**config.mk**
```make
export PLATFORM = sky130hd
export DESIGN_NAME = measure_core
export DESIGN_NICKNAME = d
export VERILOG_FILES = /design/src/measure_pkg.sv /design/src/arp_reply_tx.sv /design/src/eth_fcs_crc32.sv /design/src/measure_core.sv /design/src/rx_frame_parser.sv /design/src/rx_rate_stats.sv
export VERILOG_INCLUDE_DIRS = /design/src /design/src/src
export SDC_FILE = /design/constraint.sdc
export NUM_CORES = 1
export LEC_CHECK = 0
export BUFFER_PORTS_ARGS = -buffer_cell sky130_fd_sc_hd__buf_4
export CELL_PAD_IN_SITES_DETAIL_PLACEMENT = 1
export CELL_PAD_IN_SITES_GLOBAL_PLACEMENT = 1
export CORE_MARGIN = 10
export CORE_UTILIZATION = 35
export DETAILED_ROUTE_END_ITERATION = 8
export GPL_TIMING_DRIVEN = 0
export PLACE_DENSITY = 0.58
export SYNTH_ARGS = -nofsm -noshare
export SYNTH_HDL_FRONTEND = slang
export SYNTH_SLANG_ARGS = --single-unit
```
**constraint.sdc**
```tcl
create_clock -name gmii_tx_clk -period 28.4 [get_ports gmii_tx_clk]
set_clock_uncertainty 0.15 [all_clocks]
set_input_delay 4.26 -clock gmii_tx_clk [delete_from_list [all_inputs] [get_ports gmii_tx_clk]]
set_output_delay 4.26 -clock gmii_tx_clk [all_outputs]
set_load 0.005 [all_outputs]
```
**src/measure_macros.svh**
```systemverilog
// Shared constants for the GMII measurement core and its testbench that are pulled in by `include
`ifndef MEASURE_MACROS_SVH
`define MEASURE_MACROS_SVH

// ------------------------------
// Test frame
// ------------------------------
`define MAGIC_CODE          40'hA5C396E17B

// Receive byte offsets from destination MAC byte 0
`define OFS_SRC_MAC         16'd6
`define OFS_ETHTYPE         16'd12
`define OFS_ARP_OPCODE      16'd20
`define OFS_ARP_SRC_IP      16'd28
`define OFS_IP_DST          16'd30
`define OFS_ARP_DST_IP      16'd38
`define OFS_MAGIC           16'd42
`define OFS_TSTAMP          16'd47
`define OFS_DECIDE          16'd51

// ------------------------------
// ARP field values
// ------------------------------
`define ETHTYPE_ARP         16'h0806
`define ETHTYPE_IPV4        16'h0800
`define ARP_HTYPE_ETH       16'h0001
`define ARP_HLEN            8'd6
`define ARP_PLEN            8'd4
`define ARP_OP_REQUEST      16'd1
`define ARP_OP_REPLY        16'd2

// Transmit framing in bytes from the first preamble byte
`define PREAMBLE_BYTE       8'h55
`define SFD_BYTE            8'hD5
`define TX_BODY_START       7'd8
`define TX_FCS_START        7'd68
`define TX_FRAME_BYTES      7'd72
`define CRC32_POLY_REFL     32'hEDB88320
`define CRC32_INIT          32'hFFFFFFFF

// Local station defaults at 10.0.21.105
`define DEFAULT_MAC_ADDR    48'h003776_000101
`define DEFAULT_IPV4_ADDR   32'h0A00_1569

`endif

```
**src/measure_pkg.sv**
```systemverilog
// Scalar types shared by the measurement core modules and taken in by a wildcard import
package measure_pkg;

  // One GMII byte
  typedef logic [7:0]  byte_t;

  // Ethernet and IPv4 addresses
  typedef logic [47:0] mac_addr_t;
  typedef logic [31:0] ipv4_addr_t;

  // ------------------------------
  // Counters and results
  // ------------------------------
  typedef logic [31:0] counter_t;        // Per-second counts and timestamp
  typedef logic [23:0] latency_t;        // Low bits of timestamp difference
  typedef logic [15:0] frame_len_t;      // Byte index and frame length

  // Test frame signature
  typedef logic [39:0] magic_t;

endpackage

```
**src/arp_reply_tx.sv**
```systemverilog
// ARP reply transmitter that sends preamble, reply body, padding and FCS on GMII after each request
`timescale 1ns/1ps
`include "measure_macros.svh"

module arp_reply_tx import measure_pkg::*; #(
  parameter mac_addr_t  local_mac  = `DEFAULT_MAC_ADDR,
  parameter ipv4_addr_t local_ipv4 = `DEFAULT_IPV4_ADDR
) (
  input  logic       gmii_tx_clk,
  input  logic       sys_rst,
  input  logic       arp_req,
  input  mac_addr_t  peer_mac,
  input  ipv4_addr_t peer_ip,
  output byte_t      gmii_txd,
  output logic       gmii_tx_en
);

  typedef enum logic {st_idle, st_send} tx_state_t;

  tx_state_t    state;
  logic [6:0]   tx_cnt;                   // Byte position within the 72
  mac_addr_t    dst_mac;
  ipv4_addr_t   dst_ip;
  logic [335:0] arp_hdr;                  // 42 header bytes with the first byte on top
  logic [335:0] hdr_shift;
  logic [6:0]   body_idx;
  logic [6:0]   fcs_off;
  byte_t        body_byte;
  byte_t        fcs_byte;
  byte_t        next_txd;
  logic         crc_init;
  logic         crc_data_en;
  logic [1:0]   fcs_index;

  // ------------------------------
  // Reply body
  // ------------------------------
  assign arp_hdr = {dst_mac, local_mac, `ETHTYPE_ARP,
                    `ARP_HTYPE_ETH, `ETHTYPE_IPV4, `ARP_HLEN, `ARP_PLEN,
                    `ARP_OP_REPLY, local_mac, local_ipv4,
                    dst_mac, dst_ip};

  assign body_idx  = tx_cnt - `TX_BODY_START;
  assign hdr_shift = arp_hdr << {body_idx, 3'b000};
  assign body_byte = hdr_shift[335:328];  // Zero past byte 41 gives the padding

  assign fcs_off   = tx_cnt - `TX_FCS_START;
  assign fcs_index = fcs_off[1:0];

  assign crc_init    = (state == st_send) && (tx_cnt == `TX_BODY_START - 7'd1);
  assign crc_data_en = (state == st_send) && (tx_cnt >= `TX_BODY_START) &&
                       (tx_cnt < `TX_FCS_START);

  eth_fcs_crc32 u_fcs (
    .gmii_tx_clk (gmii_tx_clk),
    .sys_rst     (sys_rst),
    .crc_init    (crc_init),
    .crc_data_en (crc_data_en),
    .crc_byte    (body_byte),
    .fcs_index   (fcs_index),
    .fcs_byte    (fcs_byte)
  );

  always_comb begin
    if (tx_cnt < `TX_BODY_START - 7'd1)
      next_txd = `PREAMBLE_BYTE;
    else if (tx_cnt == `TX_BODY_START - 7'd1)
      next_txd = `SFD_BYTE;
    else if (tx_cnt < `TX_FCS_START)
      next_txd = body_byte;
    else
      next_txd = fcs_byte;
  end

  // Target is frozen for the whole reply
  always_ff @(posedge gmii_tx_clk) begin
    if (state == st_idle && arp_req) begin
      dst_mac <= peer_mac;
      dst_ip  <= peer_ip;
    end
  end

  // ------------------------------
  // Send sequencer
  // ------------------------------
  always_ff @(posedge gmii_tx_clk) begin
    if (sys_rst) begin
      state      <= st_idle;
      tx_cnt     <= '0;
      gmii_txd   <= '0;
      gmii_tx_en <= 1'b0;
    end else begin
      case (state)
        st_idle: begin
          gmii_txd   <= '0;
          gmii_tx_en <= 1'b0;
          if (arp_req) begin
            state  <= st_send;
            tx_cnt <= '0;
          end
        end
        st_send: begin
          if (tx_cnt == `TX_FRAME_BYTES) begin
            gmii_txd   <= '0;             // Requests during send were dropped
            gmii_tx_en <= 1'b0;
            state      <= st_idle;
          end else begin
            gmii_txd   <= next_txd;
            gmii_tx_en <= 1'b1;
            tx_cnt     <= tx_cnt + 7'd1;
          end
        end
        default: state <= st_idle;
      endcase
    end
  end

endmodule

```
**src/eth_fcs_crc32.sv**
```systemverilog
// Byte-wide Ethernet CRC-32 that is fed body bytes and read back as FCS bytes in wire order
`timescale 1ns/1ps
`include "measure_macros.svh"

module eth_fcs_crc32 import measure_pkg::*; (
  input  logic       gmii_tx_clk,
  input  logic       sys_rst,
  input  logic       crc_init,
  input  logic       crc_data_en,
  input  byte_t      crc_byte,
  input  logic [1:0] fcs_index,
  output byte_t      fcs_byte
);

  logic [31:0] crc_q;                     // Running reflected remainder

  // One byte through the reflected polynomial LSB first
  function automatic logic [31:0] crc32_byte(input logic [31:0] crc, input byte_t data);
    logic [31:0] c;
    c = crc ^ {24'h000000, data};
    for (int i = 0; i < 8; i++) begin
      if (c[0])
        c = (c >> 1) ^ `CRC32_POLY_REFL;
      else
        c = c >> 1;
    end
    return c;
  endfunction

  always_ff @(posedge gmii_tx_clk) begin
    if (sys_rst)
      crc_q <= `CRC32_INIT;
    else if (crc_init)
      crc_q <= `CRC32_INIT;               // Start of a new body
    else if (crc_data_en)
      crc_q <= crc32_byte(crc_q, crc_byte);
  end

  // Final inversion with index 0 as the first byte on the wire
  assign fcs_byte = ~crc_q[{fcs_index, 3'b000} +: 8];

endmodule

```
**src/measure_core.sv**
```systemverilog
// Top of the GMII measurement core with frame parser, per-second statistics and ARP responder
`timescale 1ns/1ps
`include "measure_macros.svh"

module measure_core import measure_pkg::*; #(
  parameter ipv4_addr_t int_ipv4_addr = `DEFAULT_IPV4_ADDR,
  parameter mac_addr_t  int_mac_addr  = `DEFAULT_MAC_ADDR
) (
  input  logic       gmii_tx_clk,
  input  logic       sys_rst,
  input  logic       sec_oneshot,
  input  counter_t   global_counter,
  input  byte_t      rx_data,             // Frame bytes after SFD
  input  logic       rx_dv,
  output byte_t      gmii_txd,
  output logic       gmii_tx_en,
  output counter_t   rx_pps,
  output counter_t   rx_throughput,
  output latency_t   rx_latency,
  output ipv4_addr_t rx_ipv4_ip
);

  logic       frame_start;
  logic       frame_end;
  frame_len_t frame_len;
  logic       arp_req;
  mac_addr_t  peer_mac;
  ipv4_addr_t peer_ip;

  // ------------------------------
  // Receive side
  // ------------------------------
  rx_frame_parser #(
    .local_ipv4 (int_ipv4_addr)
  ) u_parser (
    .gmii_tx_clk    (gmii_tx_clk),
    .sys_rst        (sys_rst),
    .rx_data        (rx_data),
    .rx_dv          (rx_dv),
    .global_counter (global_counter),
    .frame_start    (frame_start),
    .frame_end      (frame_end),
    .frame_len      (frame_len),
    .rx_latency     (rx_latency),
    .rx_ipv4_ip     (rx_ipv4_ip),
    .arp_req        (arp_req),
    .peer_mac       (peer_mac),
    .peer_ip        (peer_ip)
  );

  rx_rate_stats u_stats (
    .gmii_tx_clk   (gmii_tx_clk),
    .sys_rst       (sys_rst),
    .sec_oneshot   (sec_oneshot),
    .frame_start   (frame_start),
    .frame_end     (frame_end),
    .frame_len     (frame_len),
    .rx_pps        (rx_pps),
    .rx_throughput (rx_throughput)
  );

  // ------------------------------
  // Transmit side
  // ------------------------------
  arp_reply_tx #(
    .local_mac  (int_mac_addr),
    .local_ipv4 (int_ipv4_addr)
  ) u_arp_tx (
    .gmii_tx_clk (gmii_tx_clk),
    .sys_rst     (sys_rst),
    .arp_req     (arp_req),
    .peer_mac    (peer_mac),
    .peer_ip     (peer_ip),
    .gmii_txd    (gmii_txd),
    .gmii_tx_en  (gmii_tx_en)
  );

endmodule

```
**src/rx_frame_parser.sv**
```systemverilog
// Receive byte parser that counts frame bytes, extracts header fields and flags test and ARP frames
`timescale 1ns/1ps
`include "measure_macros.svh"

module rx_frame_parser import measure_pkg::*; #(
  parameter ipv4_addr_t local_ipv4 = `DEFAULT_IPV4_ADDR
) (
  input  logic       gmii_tx_clk,
  input  logic       sys_rst,
  input  byte_t      rx_data,
  input  logic       rx_dv,
  input  counter_t   global_counter,
  output logic       frame_start,
  output logic       frame_end,
  output frame_len_t frame_len,
  output latency_t   rx_latency,
  output ipv4_addr_t rx_ipv4_ip,
  output logic       arp_req,
  output mac_addr_t  peer_mac,
  output ipv4_addr_t peer_ip
);

  frame_len_t  rx_count;                  // Index of the byte being sampled
  mac_addr_t   src_mac;
  logic [15:0] eth_type;
  logic [15:0] arp_opcode;
  ipv4_addr_t  arp_src_ip;
  ipv4_addr_t  ip_dst;
  ipv4_addr_t  arp_dst_ip;
  magic_t      magic;
  counter_t    tstamp;
  counter_t    lat_diff;
  logic        decide;
  logic        is_test;
  logic        is_arp_req;

  // True when idx falls inside a field of len bytes at ofs
  function automatic logic in_field(frame_len_t idx, frame_len_t ofs, frame_len_t len);
    return (idx >= ofs) && (idx < ofs + len);
  endfunction

  assign lat_diff   = global_counter - tstamp;
  assign decide     = rx_dv && (rx_count == `OFS_DECIDE);
  assign is_test    = (magic == `MAGIC_CODE);
  assign is_arp_req = (eth_type == `ETHTYPE_ARP) &&
                      (arp_opcode == `ARP_OP_REQUEST) &&
                      (arp_dst_ip == local_ipv4);

  // ------------------------------
  // Field capture
  // ------------------------------
  always_ff @(posedge gmii_tx_clk) begin
    if (rx_dv) begin
      if (in_field(rx_count, `OFS_SRC_MAC, 16'd6))
        src_mac <= {src_mac[39:0], rx_data};
      if (in_field(rx_count, `OFS_ETHTYPE, 16'd2))
        eth_type <= {eth_type[7:0], rx_data};
      if (in_field(rx_count, `OFS_ARP_OPCODE, 16'd2))
        arp_opcode <= {arp_opcode[7:0], rx_data};
      if (in_field(rx_count, `OFS_ARP_SRC_IP, 16'd4))
        arp_src_ip <= {arp_src_ip[23:0], rx_data};
      if (in_field(rx_count, `OFS_IP_DST, 16'd4))
        ip_dst <= {ip_dst[23:0], rx_data};      // Overlaps ARP sender IP
      if (in_field(rx_count, `OFS_ARP_DST_IP, 16'd4))
        arp_dst_ip <= {arp_dst_ip[23:0], rx_data};
      if (in_field(rx_count, `OFS_MAGIC, 16'd5))
        magic <= {magic[31:0], rx_data};
      if (in_field(rx_count, `OFS_TSTAMP, 16'd4))
        tstamp <= {tstamp[23:0], rx_data};
    end
    if (!rx_dv && rx_count != 16'd0)
      frame_len <= rx_count;                  // Length at frame end
    if (decide && !is_test && is_arp_req) begin
      peer_mac <= src_mac;                    // Requester becomes reply target
      peer_ip  <= arp_src_ip;
    end
  end

  // ------------------------------
  // Byte counter and decisions
  // ------------------------------
  always_ff @(posedge gmii_tx_clk) begin
    if (sys_rst) begin
      rx_count    <= '0;
      frame_start <= 1'b0;
      frame_end   <= 1'b0;
      arp_req     <= 1'b0;
      rx_latency  <= '0;
      rx_ipv4_ip  <= '0;
    end else begin
      frame_start <= 1'b0;
      frame_end   <= 1'b0;
      arp_req     <= 1'b0;
      if (rx_dv) begin
        rx_count <= rx_count + 16'd1;
        if (rx_count == 16'd0)
          frame_start <= 1'b1;
        if (decide) begin
          if (is_test)
            rx_latency <= lat_diff[23:0];     // Wraps with the counter
          else if (is_arp_req)
            arp_req <= 1'b1;
        end
      end else if (rx_count != 16'd0) begin
        frame_end <= 1'b1;                    // rx_dv fell last cycle
        rx_count  <= '0;
      end
      // Destination IP is complete once byte 33 is in
      if (rx_count == `OFS_IP_DST + 16'd4)
        rx_ipv4_ip <= ip_dst;
    end
  end

endmodule

```
**src/rx_rate_stats.sv**
```systemverilog
// Per-second receive statistics that accumulate frames and bytes and publish them on each strobe
`timescale 1ns/1ps

module rx_rate_stats import measure_pkg::*; (
  input  logic       gmii_tx_clk,
  input  logic       sys_rst,
  input  logic       sec_oneshot,
  input  logic       frame_start,
  input  logic       frame_end,
  input  frame_len_t frame_len,
  output counter_t   rx_pps,
  output counter_t   rx_throughput
);

  counter_t pps_acc;                      // Frames this second
  counter_t byte_acc;                     // Bytes this second

  // ------------------------------
  // Accumulate and publish
  // ------------------------------
  always_ff @(posedge gmii_tx_clk) begin
    if (sys_rst) begin
      pps_acc       <= '0;
      byte_acc      <= '0;
      rx_pps        <= '0;
      rx_throughput <= '0;
    end else if (sec_oneshot) begin
      // Publish and restart without counting events on this cycle
      rx_pps        <= pps_acc;
      rx_throughput <= byte_acc;
      pps_acc       <= '0;
      byte_acc      <= '0;
    end else begin
      if (frame_start)
        pps_acc <= pps_acc + 32'd1;
      if (frame_end)
        byte_acc <= byte_acc + {16'h0000, frame_len};
    end
  end

endmodule
```
---- Yosys cells after proc, flatten, opt, wreduce, memory -nomap -nowiden ----
Index checks and enable logic that the tools add are counted.
word-level totals
  register bits ........................... 668
  bits in latches ......................... 0
  RAM bits ................................ 0
  memory bits (read-only) ................. 0
  input bits .............................. 44
  output and inout port bits .............. 129
  memories kept ........................... 0
cells by class
  $add $sub $neg .......................... 7
  multipliers ............................. 0
  divide/modulo/power cells ............... 0
  order comparisons ....................... 19
  eq/ne operators ......................... 10
  shift operators ......................... 2
  mux-type cells .......................... 46
  bitwise logic cells ..................... 13
  reductions and logical operators ........ 38
operator list
  operator               number
  $mux 32                29
  $shl 336x10->336       1
  $not 13->14            8
  $lt 16x6->1 const B    5
  $ge 16x5->1 const B    3
  $ge 16x6->1 const B    3
  $eq 40x40->1 const B   1
  $add 32x1->32 const B  1
  $add 32x16->32         1
  $eq 16x6->1 const B    2
  $eq 32x28->1 const B   1
  $lt 16x4->1 const B    2
  $mux 16                2
  $mux 8                 4
  $shiftx 32x6->8        1
  $xor 32x8->32          1
  $sub 24x24->24         1
  $logic_and 1x1->1      18
  $reduce_and 2->1       9
  $add 16x1->16 const B  1
  $eq 16x1->1 const B    1
  $eq 16x12->1 const B   1
  $ge 16x3->1 const B    1
  $ge 16x4->1 const B    1
  other kinds (24)       37

---- Logic depth before layout (Yosys ltp) ----
Gate-level depths: netlist (run 1).
  depth after elaboration ................. 40
  gate-level depth with buffers ........... 16

---- By module ----
A second synthesis (run 1) with hierarchy kept.
unflattened totals
  cells, all modules ...................... 2143
  area, all modules ....................... 27201.1 um^2
modules (own cells, without submodules)
  module           times used  cells each  area each (um^2)  sequential area each (um^2)
  rx_frame_parser  1           945         14765.4           11591.1
  rx_rate_stats    1           633         5778.0            2562.5
  arp_reply_tx     1           345         4565.6            2742.6
  eth_fcs_crc32    1           220         2092.0            640.6

---- Worst setup path before layout (run 1) ----
No wires, ideal clock.
  path type ............................... input-to-reg
  start point ............................. in rx_dv
  end point ............................... reg u_parser.src_mac[0] (enable)
  library setup time ...................... 0.712 ns
  arrival time ............................ 12.230 ns
  slack ................................... 15.308 ns
  cell stages on the path ................. 3
  path buffers ............................ 1
  path through ............................ clkbuf_1 nand2_1 a2111oi_0
on the way
  longest elaborated chain between the ends .. 1
RTL lines
  what                        RTL line               source
  start, declared             measure_core.sv:14     input logic rx_dv,
  $reduce_and 2->1 (no line)  --
  end signal, assigned        rx_frame_parser.sv:55  src_mac <= {src_mac[39:0], rx_data};
  end, declared               rx_frame_parser.sv:24  mac_addr_t src_mac;
No other way between the ends.
A chain may end at the register's enable or synchronous reset.

---- Final worst setup path (run 1) ----
  start point ............................. in global_counter[1]
  end point ............................... reg u_parser.rx_latency[23]
on the way
  longest elaborated chain between the ends .. 1
RTL lines
  what                  RTL line                source
  start, declared       measure_core.sv:12      input counter_t global_counter,
  $sub 24x24->24        rx_frame_parser.sv:42   assign lat_diff = global_counter - tstamp;
  end signal, assigned  rx_frame_parser.sv:100  rx_latency <= lat_diff[23:0];
  end, declared         rx_frame_parser.sv:16   output latency_t rx_latency,
No other way between the ends.

==> results.txt, run 1 <==
Sum Neg Setup Slack: 0 ps
Most common library cell in the layout ignoring fill and taps: edfxtp_1
Inserted Clock Buffers: 77
RSZ-0062 raised after global routing: false
Post-Syn Area: 26,500 µm²
Worst Reg2Reg Path Length in Cells: 15
Buffers inserted by post-CTS timing repair: 0
Die Ht: 295 µm
Power density over cell area: 65.2 nW/µm²
Initial antenna violation count: 1
Starting Density: 35.5%
Core region area: 74,700 µm²
Total Routed Length: 66,000 µm
Mean instance size in the synthesized netlist: 13.5 µm²
Highest-count cells in the layout ignoring fill and taps: edfxtp_1, dfxtp_1, nor2_1
CTS resizes: 0
Die Width: 295 µm
Final net count: 2,325
Placed cell area: 29,200 µm²
Maximum buffer depth of the clock tree: 3
# setup viols final: 0
Placer Congestion: 0.811
Fin cells: 3,261
Number of fillers in the final layout: 7,660
Outcome: complete, no violations
Post-route minimum period: 7020 ps
H-Tree Level Count: 3
Post-route ant nets: 0
Share of the yosys chip area belonging to registers: 66.2%
Top-area cell type share of the netlist area: 47.2%
CTS clk-pin slew, worst paths: 60 ps
Worst Hold Path EP: u_arp_tx.dst_mac[34]
Number of nets in the synthesized netlist: 2,062
Cell area after layout: 31,800 µm²
Origin of the worst min-delay path: u_parser.peer_mac[34]
GRT Residual Overflow: 0
Number of remaining DRC errors: 0
First drt pass iteration count: 5
Number of enable-type register cells in the synthesized netlist: 416
Port Buffers: 163
Highest clock rate: 142 MHz
Wire length of the first global-routing pass: 103,000 µm
Worst reg2reg path endpoint: u_arp_tx.u_fcs.crc_q[18]
Number of rows in the core area: 100
Category of the most critical setup path: in2reg
CTS root buf: clkbuf_16
Starting DRC count in detailed routing: 823
Net switching fraction of the power: 20.7%
Cell taking the most area after synthesis: edfxtp_1
Hold Crit Class: reg2reg
Vias in the first global route: 17,600
Post-DR wirelength/cell: 20.2 µm
Worst hold path stage count: 0
Cell count after synthesis: 1,965
Register-to-register setup slack: 23,540 ps
Hold-fix buffers, CTS: 0
Crit Reg-Reg Startpoint: u_arp_tx.tx_cnt[3]
Arrival time of data at the critical path endpoint: 7370 ps
Net switching power of the design: 429 µW
Proportion of synthesized flip-flops having asynchronous set or reset: 0%
Number of distinct library cell variants in the gate-level netlist after synthesis: 86
Relative max-transition margin: 36.0%
Max FO, Critical Path: 4
Combinational cell fraction of total power: 2.1%
Internal Power: 1.65 mW
CTS tree: built
Via density per instance: 4.95
Placed insts: 3,118
Clock network power share: 48.5%
Max_cap viols: 0
Tot GR Track Use: 15.0%
Clock latency on the worst-skew pair: 620 ps
Number of hold violations in the final report: 0
Num Clock Sinks: 668
Predominant post-synthesis flop cell: edfxtp_1
Leakage component of the power: 11.8 nW
Final core occ: 42.6%
Io pins: 173
Flops & latches, synth: 668
Share of layout cells above drive strength 1: 16.8%
Sequential share of power: 49.3%
Synth-to-Final Area Change: 20.1%
Fin crit share: 24.7%
Count of pins over their slew limit: 0
Largest cells by area after synthesis: edfxtp_1, dfxtp_1, mux2i_1, nor2_1, ha_1
Post-DP HPWL: 47,100 µm
Maximum ir drop on the vdd rail: 0.0453 mV
Maximum number of pins on one net before global-route repair: 46
Data required, critical path: 28,750 ps
Worst Tran Pin Value: 960 ps
Sort of element at the end of the critical path: flip-flop
Category of the worst setup path launch point: input port
Number of warning messages in the yosys log: 0
Overall die area: 87,100 µm²
Via count of the routed design: 16,100
Min Hold Slack: 264 ps
## layout make-up
cell class                      count  area, µm²  share of cell area [%]
Sequential cell                   668      17500                    55.1
Antenna cell                        1       2.50                 0.00786
Clock inverter                     28        362                    1.14
Clock buffer                      114       2250                    7.07
Multi-Input combinational cell   1164       8440                    26.5
Timing Repair Buffer              184       1450                    4.56
Buffer                             82        379                    1.19
Tap cell                          969       1210                    3.81
Inverter                           51        191                   0.602
## kinds of logic (layout without fill, tap and decap cells)
group,count (synthesis),count (layout),share of synthesized area [%]
buffers and inverters,133,459,2.15
adders and majority gates,53,53,2.56
AOI/OAI and AO/OA,242,242,6.38
DFF,668,668,66.2
xor gates and xnor gates,150,150,5.84
other,0,1,0
muxes,164,164,6.82
and+or+nand+nor,555,555,10.0
## metrics by stage
stage / worst slack, ps / power, mW
finish: 21380 / 2.08
global route: 21120 / 2.15
CTS: 21410 / 2.11
detailed placement: 20760 / 1.09
global placement: 9600 / 1.09
floorplan: 15310 / 1.07
## metal layers
metal  global-route usage [%]  vias up  part of all wire (%)
li1                         -     7704                     -
met1                     18.5     8088                    44
met2                     26.0      243                    50
met3                     3.22      103                   4.4
met4                     4.72        2                   2.2
met5                        0        -                 0.017
## registers in the layout, indices dropped and copies added, names as in the netlist, 40 cells and up
signal             flops
u_parser.magic        40
u_parser.src_mac      48
u_parser.peer_mac     48
u_arp_tx.dst_mac      48
## power groups by stage
stage	Combinational [mW]	Sequential (mW)	Clock (mW)
after floorplan	0.0269	1.04	0
after global placement	0.0438	1.04	0
after detailed placement	0.0452	1.04	0
after CTS	0.0456	1.02	1.04
after global routing	0.0492	1.02	1.08
final	0.0445	1.02	1.01
## worst max-delay path, stage by stage
cell and delay (ps):
buf_4 110, ha_1 280, nor2b_1 130, o21a_1 170, o21ai_0 340, a21oi_1 230, a31oi_1 530, o21ai_0 290
a31oi_1 340, o21ai_0 260, o311ai_0 420
## cells in the mapped netlist (5+ instances only)
cell	instances
xor2_1	64
buf_2	6
mux4_2	13
nand3b_1	5
a31oi_1	5
buf_4	7
nand2_1	93
a211oi_1	10
a21o_1	17
or3_1	7
nor3_1	20
nand4_1	23
nor4_1	14
edfxtp_1	416
dfxtp_1	252
and3_1	23
inv_1	50
nor2b_1	15
o21a_1	15
clkbuf_1	53
nand3_1	45
xnor2_2	8
nor4b_1	16
o21ai_0	29
or2_2	7
o21bai_1	7
xnor2_1	67
mux2i_1	149
a21oi_1	65
buf_1	11
buf_6	5
ha_1	51
o211ai_1	28
o22ai_1	10
nor2_1	252
xnor2_4	6
nand2b_1	5
o22a_1	10
## worst max path at each step
stage	start	end	slack, ps	cells past startpoint
6_report	global_counter[1]	u_parser.rx_latency[23]	21380	11
3_5_place_dp	global_counter[1]	u_parser.rx_latency[23]	20760	11
5_1_grt	global_counter[1]	u_parser.rx_latency[23]	21120	11
2_1_floorplan	rx_dv	u_parser.src_mac[0]	15310	3
4_1_cts	global_counter[1]	u_parser.rx_latency[23]	21410	11
3_3_place_gp	rx_dv	u_parser.src_mac[47]	9600	3
Power figures use the tool's default switching activity.
==> run 2, diff against run 1 <==
--- a/config.mk
+++ b/config.mk
@@ -13,7 +13,7 @@
 export CORE_UTILIZATION = 35
 export DETAILED_ROUTE_END_ITERATION = 8
 export GPL_TIMING_DRIVEN = 0
-export PLACE_DENSITY = 0.58
+export PLACE_DENSITY = 0.6
 export SYNTH_ARGS = -nofsm -noshare
 export SYNTH_HDL_FRONTEND = slang
 export SYNTH_SLANG_ARGS = --single-unit
==> constraint.sdc (replaced) <==
create_clock -name gmii_tx_clk -period 5.75 [get_ports gmii_tx_clk]
set_clock_uncertainty 0.15 [all_clocks]
set_input_delay 0.8625 -clock gmii_tx_clk [delete_from_list [all_inputs] [get_ports gmii_tx_clk]]
set_output_delay 0.8625 -clock gmii_tx_clk [all_outputs]
set_load 0.005 [all_outputs]
==> run 2 against run 1 <==
Compared with the run above:
- cell count decreased by 0.34%
- hold slack got worse by 17 ps
- total power increased to 4.9 times the previous value
- clock-buffer cell count decreased by 10
- worst setup slack got worse by 20000 ps
- core utilization decreased by 0.074 points
- critical path depth increased by 4
- critical path type is now reg2reg
- routed wire length decreased by 0.40%
==> results.txt, run 2 (synthesis gave the netlist of run 1 again) <==
Wire length of the first global-routing pass: 102,000 µm
Post-route ant nets: 0
Number of hold violations in the final report: 0
H-Tree Level Count: 3
Highest clock rate: 206 MHz
Power density over cell area: 320 nW/µm²
Initial antenna violation count: 2
CTS tree: built
Post-DR wirelength/cell: 20.2 µm
Count of pins over their slew limit: 0
Starting Density: 35.5%
Regs by FF count: u_arp_tx.dst_mac: 48 flops, u_parser.peer_mac: 48 flops, u_parser.src_mac: 48 flops
Starting DRC count in detailed routing: 705
Sequential share of power: 49.7%
Die Ht: 295 µm
Sort of element at the end of the critical path: flip-flop
Maximum ir drop on the vdd rail: 0.193 mV
Clock latency on the worst-skew pair: 610 ps
CTS resizes: 0
Diode count: 0
Max FO, Critical Path: 10
Hold Crit Class: reg2reg
Port Buffers: 163
Tot GR Track Use: 14.8%
Post-Place Setup Slack: 1000 ps
Die Width: 295 µm
Outcome: complete, no violations
Hold-fix buffers, CTS: 0
Relative max-transition margin: 35.5%
Post-DP HPWL: 47,000 µm
Max_cap viols: 0
Total Routed Length: 65,700 µm
Min Hold Slack: 247 ps
CTS root buf: clkbuf_16
GRT Residual Overflow: 0
Data required, critical path: 6100 ps
Fin crit share: 84.4%
Net switching fraction of the power: 20.5%
Most common library cell in the layout ignoring fill and taps: edfxtp_1
Io pins: 173
Category of the most critical setup path: reg2reg
Category of the worst setup path launch point: flip-flop
Share of layout cells above drive strength 1: 16.4%
Via count of the routed design: 16,000
Overall die area: 87,100 µm²
Via density per instance: 4.94
Synth-to-Final Area Change: 19.9%
Buffers inserted by post-CTS timing repair: 0
First drt pass iteration count: 5
Combinational cell fraction of total power: 2.2%
CTS clk-pin slew, worst paths: 60 ps
Maximum buffer depth of the clock tree: 3
Number of remaining DRC errors: 0
Number of rows in the core area: 100
RSZ-0062 raised after global routing: false
Clock network power share: 48.1%
Sum Neg Setup Slack: 0 ps
Placer Congestion: 0.805
Leakage component of the power: 11.7 nW
Arrival time of data at the critical path endpoint: 5200 ps
# setup viols final: 0
Vias in the first global route: 17,500
Post-route minimum period: 4850 ps
Highest-count cells in the layout ignoring fill and taps: edfxtp_1, dfxtp_1, nor2_1
Maximum number of pins on one net before global-route repair: 48
Final worst-path setup slack: 897 ps
Worst Tran Pin Value: 954 ps
Inserted Clock Buffers: 77
Core region area: 74,700 µm²
Final net count: 2,319
Num Clock Sinks: 668
Internal Power: 8.10 mW
Net switching power of the design: 2.08 mW
-- run 2: through the flow --
stage / std cells / power [mW] / area, µm² / utilization, %
after detailed placement: 3112 / 5.38 / 29200 / 39.1
after global placement: 3097 / 5.38 / 28900 / 38.7
after CTS: 3250 / 10.3 / 31800 / 42.5
final: 3250 / 10.2 / 31800 / 42.5
after global routing: 3250 / 10.6 / 31800 / 42.5
after floorplan: 1965 / 5.29 / 26500 / -
-- run 2: power by group through the flow --
| stage | sequential [mW] | combinational (mW) | clock [mW] |
|---|---|---|---|
| 6_report | 5.06 | 0.221 | 4.90 |
| 5_1_grt | 5.06 | 0.243 | 5.25 |
| 4_1_cts | 5.06 | 0.225 | 5.05 |
| 3_5_place_dp | 5.16 | 0.224 | 0 |
| 3_3_place_gp | 5.16 | 0.216 | 0 |
| 2_1_floorplan | 5.16 | 0.133 | 0 |
-- run 2: layout make-up --
type | instances | area (µm²)
Fill cell | 7706 | 42900
Sequential cell | 668 | 17500
Multi-Input combinational cell | 1164 | 8460
Clock buffer | 104 | 2130
Timing Repair Buffer | 178 | 1450
Tap cell | 969 | 1210
Clock inverter | 34 | 410
Buffer | 82 | 379
Inverter | 51 | 191
-- run 2: path summary, 6_finish.rpt --
check | startpoint | to | slack, ps | depth (start not counted)
worst min register to register | u_parser.peer_mac[31] | u_arp_tx.dst_mac[31] | 250 | 0
worst max register to register | u_arp_tx.tx_cnt[3] | u_arp_tx.u_fcs.crc_q[24] | 900 | 15
worst min-delay path | u_parser.peer_mac[31] | u_arp_tx.dst_mac[31] | 250 | 0
worst max-delay path | u_arp_tx.tx_cnt[3] | u_arp_tx.u_fcs.crc_q[24] | 900 | 15
-- run 2: worst max-delay path, cell delays in order, from the launching register on --
cell	delay, ps
dfxtp_1	400
buf_4	210
buf_6	170
clkbuf_1	420
inv_1	140
ha_1	310
xor2_1	240
buf_2	320
o22ai_1	160
nor4_1	630
o2bb2ai_4	210
xor2_4	460
xor2_2	330
xnor2_1	240
xnor2_1	140
o22a_1	200
-- run 2: metal layers --
layer | up-vias | part of all wire [%] | GRT usage (%)
met5 | - | 0.046 | 0
met4 | 4 | 1.8 | 4.12
met3 | 91 | 4.0 | 3.16
met2 | 209 | 50 | 25.9
met1 | 8056 | 44 | 18.3
li1 | 7681 | - | -
==> run 3, diff against run 2 <==
--- a/config.mk
+++ b/config.mk
@@ -13,7 +13,7 @@
 export CORE_UTILIZATION = 35
 export DETAILED_ROUTE_END_ITERATION = 8
 export GPL_TIMING_DRIVEN = 0
-export PLACE_DENSITY = 0.6
+export PLACE_DENSITY = 0.58
 export SYNTH_ARGS = -nofsm -noshare
 export SYNTH_HDL_FRONTEND = slang
 export SYNTH_SLANG_ARGS = --single-unit
==> constraint.sdc (replaced) <==
create_clock -name gmii_tx_clk -period 4.56 [get_ports gmii_tx_clk]
set_clock_uncertainty 0.15 [all_clocks]
set_input_delay 0.684 -clock gmii_tx_clk [delete_from_list [all_inputs] [get_ports gmii_tx_clk]]
set_output_delay 0.684 -clock gmii_tx_clk [all_outputs]
set_load 0.005 [all_outputs]
==> run 3 against run 2 <==
Compared with the run above:
- largest power group unchanged
- hold slack lost 25 ps
- largest cell class unchanged
- first-iteration DRC count grew 8.7%
- critical path depth is the same
- flip-flop and latch count is the same
- critical path type unchanged
- register-to-register slack lost 680 ps
==> results.txt, run 3 (synthesis gave the netlist of run 1 again) <==
Share of layout cells above drive strength 1: 16.8%
Post-route ant nets: 0
Highest-count cells in the layout ignoring fill and taps: edfxtp_1, dfxtp_1, nor2_1
Maximum number of pins on one net before global-route repair: 51
Port Buffers: 163
Io pins: 173
Count of pins over their slew limit: 0
Leakage component of the power: 11.7 nW
Starting DRC count in detailed routing: 766
Arrival time of data at the critical path endpoint: 4680 ps
CTS clk-pin slew, worst paths: 60 ps
Total Routed Length: 65,500 µm
Placed insts: 3,111
Placer Congestion: 0.821
Sort of element at the end of the critical path: flip-flop
Maximum buffer depth of the clock tree: 3
Core region area: 74,700 µm²
Wire length of the first global-routing pass: 101,000 µm
Starting Density: 35.5%
Post-route minimum period: 4340 ps
GRT Residual Overflow: 0
Min Hold Slack: 222 ps
H-Tree Level Count: 3
Tot GR Track Use: 14.8%
Hold-fix buffers, CTS: 0
# setup viols final: 0
Die Ht: 295 µm
Number of hold violations in the final report: 0
Fin cells: 3,253
Fin crit share: 95.2%
Initial antenna violation count: 2
Synth-to-Final Area Change: 20.3%
Vias in the first global route: 17,400
Sequential cell area: 17,500 µm²
Category of the most critical setup path: reg2reg
Most common library cell in the layout ignoring fill and taps: edfxtp_1
Max FO, Critical Path: 10
Relative max-transition margin: 33.0%
Regs by FF count: u_arp_tx.dst_mac: 48 flops, u_parser.peer_mac: 48 flops, u_parser.src_mac: 48 flops
Data required, critical path: 4900 ps
Final net count: 2,320
Maximum ir drop on the vdd rail: 0.308 mV
Combined area of the multi-input logic cells: 8490 µm²
RSZ-0062 raised after global routing: false
Post-DP HPWL: 46,600 µm
Category of the worst setup path launch point: flip-flop
Via count of the routed design: 16,100
Hold Crit Class: in2reg
Via density per instance: 4.94
Number of rows in the core area: 100
CTS tree: built
Overall die area: 87,100 µm²
Highest clock rate: 230 MHz
Number of remaining DRC errors: 0
Inserted Clock Buffers: 75
Outcome: complete, no violations
Max_cap viols: 0
CTS root buf: clkbuf_16
Number of fillers in the final layout: 7,649
Clock latency on the worst-skew pair: 610 ps
Die Width: 295 µm
Worst Tran Pin Value: 1000 ps
Num Clock Sinks: 668
Power density over cell area: 404 nW/µm²
Post-DR wirelength/cell: 20.1 µm
First drt pass iteration count: 4
run 3: path summary, 6_finish.rpt:
| check | from | end | slack (ps) | cells past startpoint |
|---|---|---|---|---|
| hold reg to reg | u_parser.peer_mac[33] | u_arp_tx.dst_mac[33] | 250 | 0 |
| setup / recovery | u_arp_tx.tx_cnt[3] | u_arp_tx.u_fcs.crc_q[29] | 220 | 15 |
| setup reg to reg | u_arp_tx.tx_cnt[3] | u_arp_tx.u_fcs.crc_q[29] | 220 | 15 |
| hold / removal | rx_data[0] | u_parser.arp_dst_ip[0] | 220 | 1 |
run 3: what timing repair did:
item	4_1_cts	5_1_grt
buffers inserted	0	4
gates resized for setup	1	4
setup endpoints to repair	8	20
run 3: stage by stage:
| step | setup slack, ps | power, mW | area [µm²] | setup TNS [ps] | utilization (%) |
|---|---|---|---|---|---|
| after floorplan | 307 | 6.67 | 26500 | 0 | - |
| after global placement | -836 | 6.78 | 29000 | -145340 | 38.8 |
| after detailed placement | -211 | 6.79 | 29200 | -910 | 39.1 |
| after CTS | 0.946 | 13.1 | 31800 | 0 | 42.6 |
| after global routing | 15.5 | 13.4 | 31900 | 0 | 42.7 |
| final | 220 | 12.9 | 31900 | 0 | 42.7 |
run 3: area by class of cell:
class | count | area share (%)
Buffer | 82 | 1.19
Tap cell | 969 | 3.80
Clock inverter | 35 | 1.30
Timing Repair Buffer | 181 | 4.60
Sequential cell | 668 | 55.0
Multi-Input combinational cell | 1164 | 26.6
Antenna cell | 1 | 0.00785
Inverter | 51 | 0.601
Clock buffer | 102 | 6.82
run 3: critical path, cell delays in order, from the launching register on:
cell	delay, ps
dfxtp_1	410
buf_4	210
buf_6	160
clkbuf_2	260
inv_1	100
ha_1	310
xnor2_1	240
buf_4	230
o2111ai_1	230
a2111oi_4	500
nor3_2	160
xnor2_4	400
xnor2_4	200
xnor2_2	330
xor2_1	130
o22a_1	220
run 3: metal layers:
metal  global-route usage [%]  routed length, µm  up-vias
met5                        0                 13        -
met4                     4.41               1350        2
met3                     2.99               2630       90
met2                     25.6              32300      207
met1                     18.5              29200     8076
li1                         -                  -     7708
run 3: report_power, final:
| group | internal, mW | leakage [nW] | switching, mW |
|---|---|---|---|
| clock | 3.80 | 1.25 | 2.43 |
| sequential | 6.37 | 5.77 | 0.00873 |
| combinational | 0.0995 | 4.70 | 0.178 |
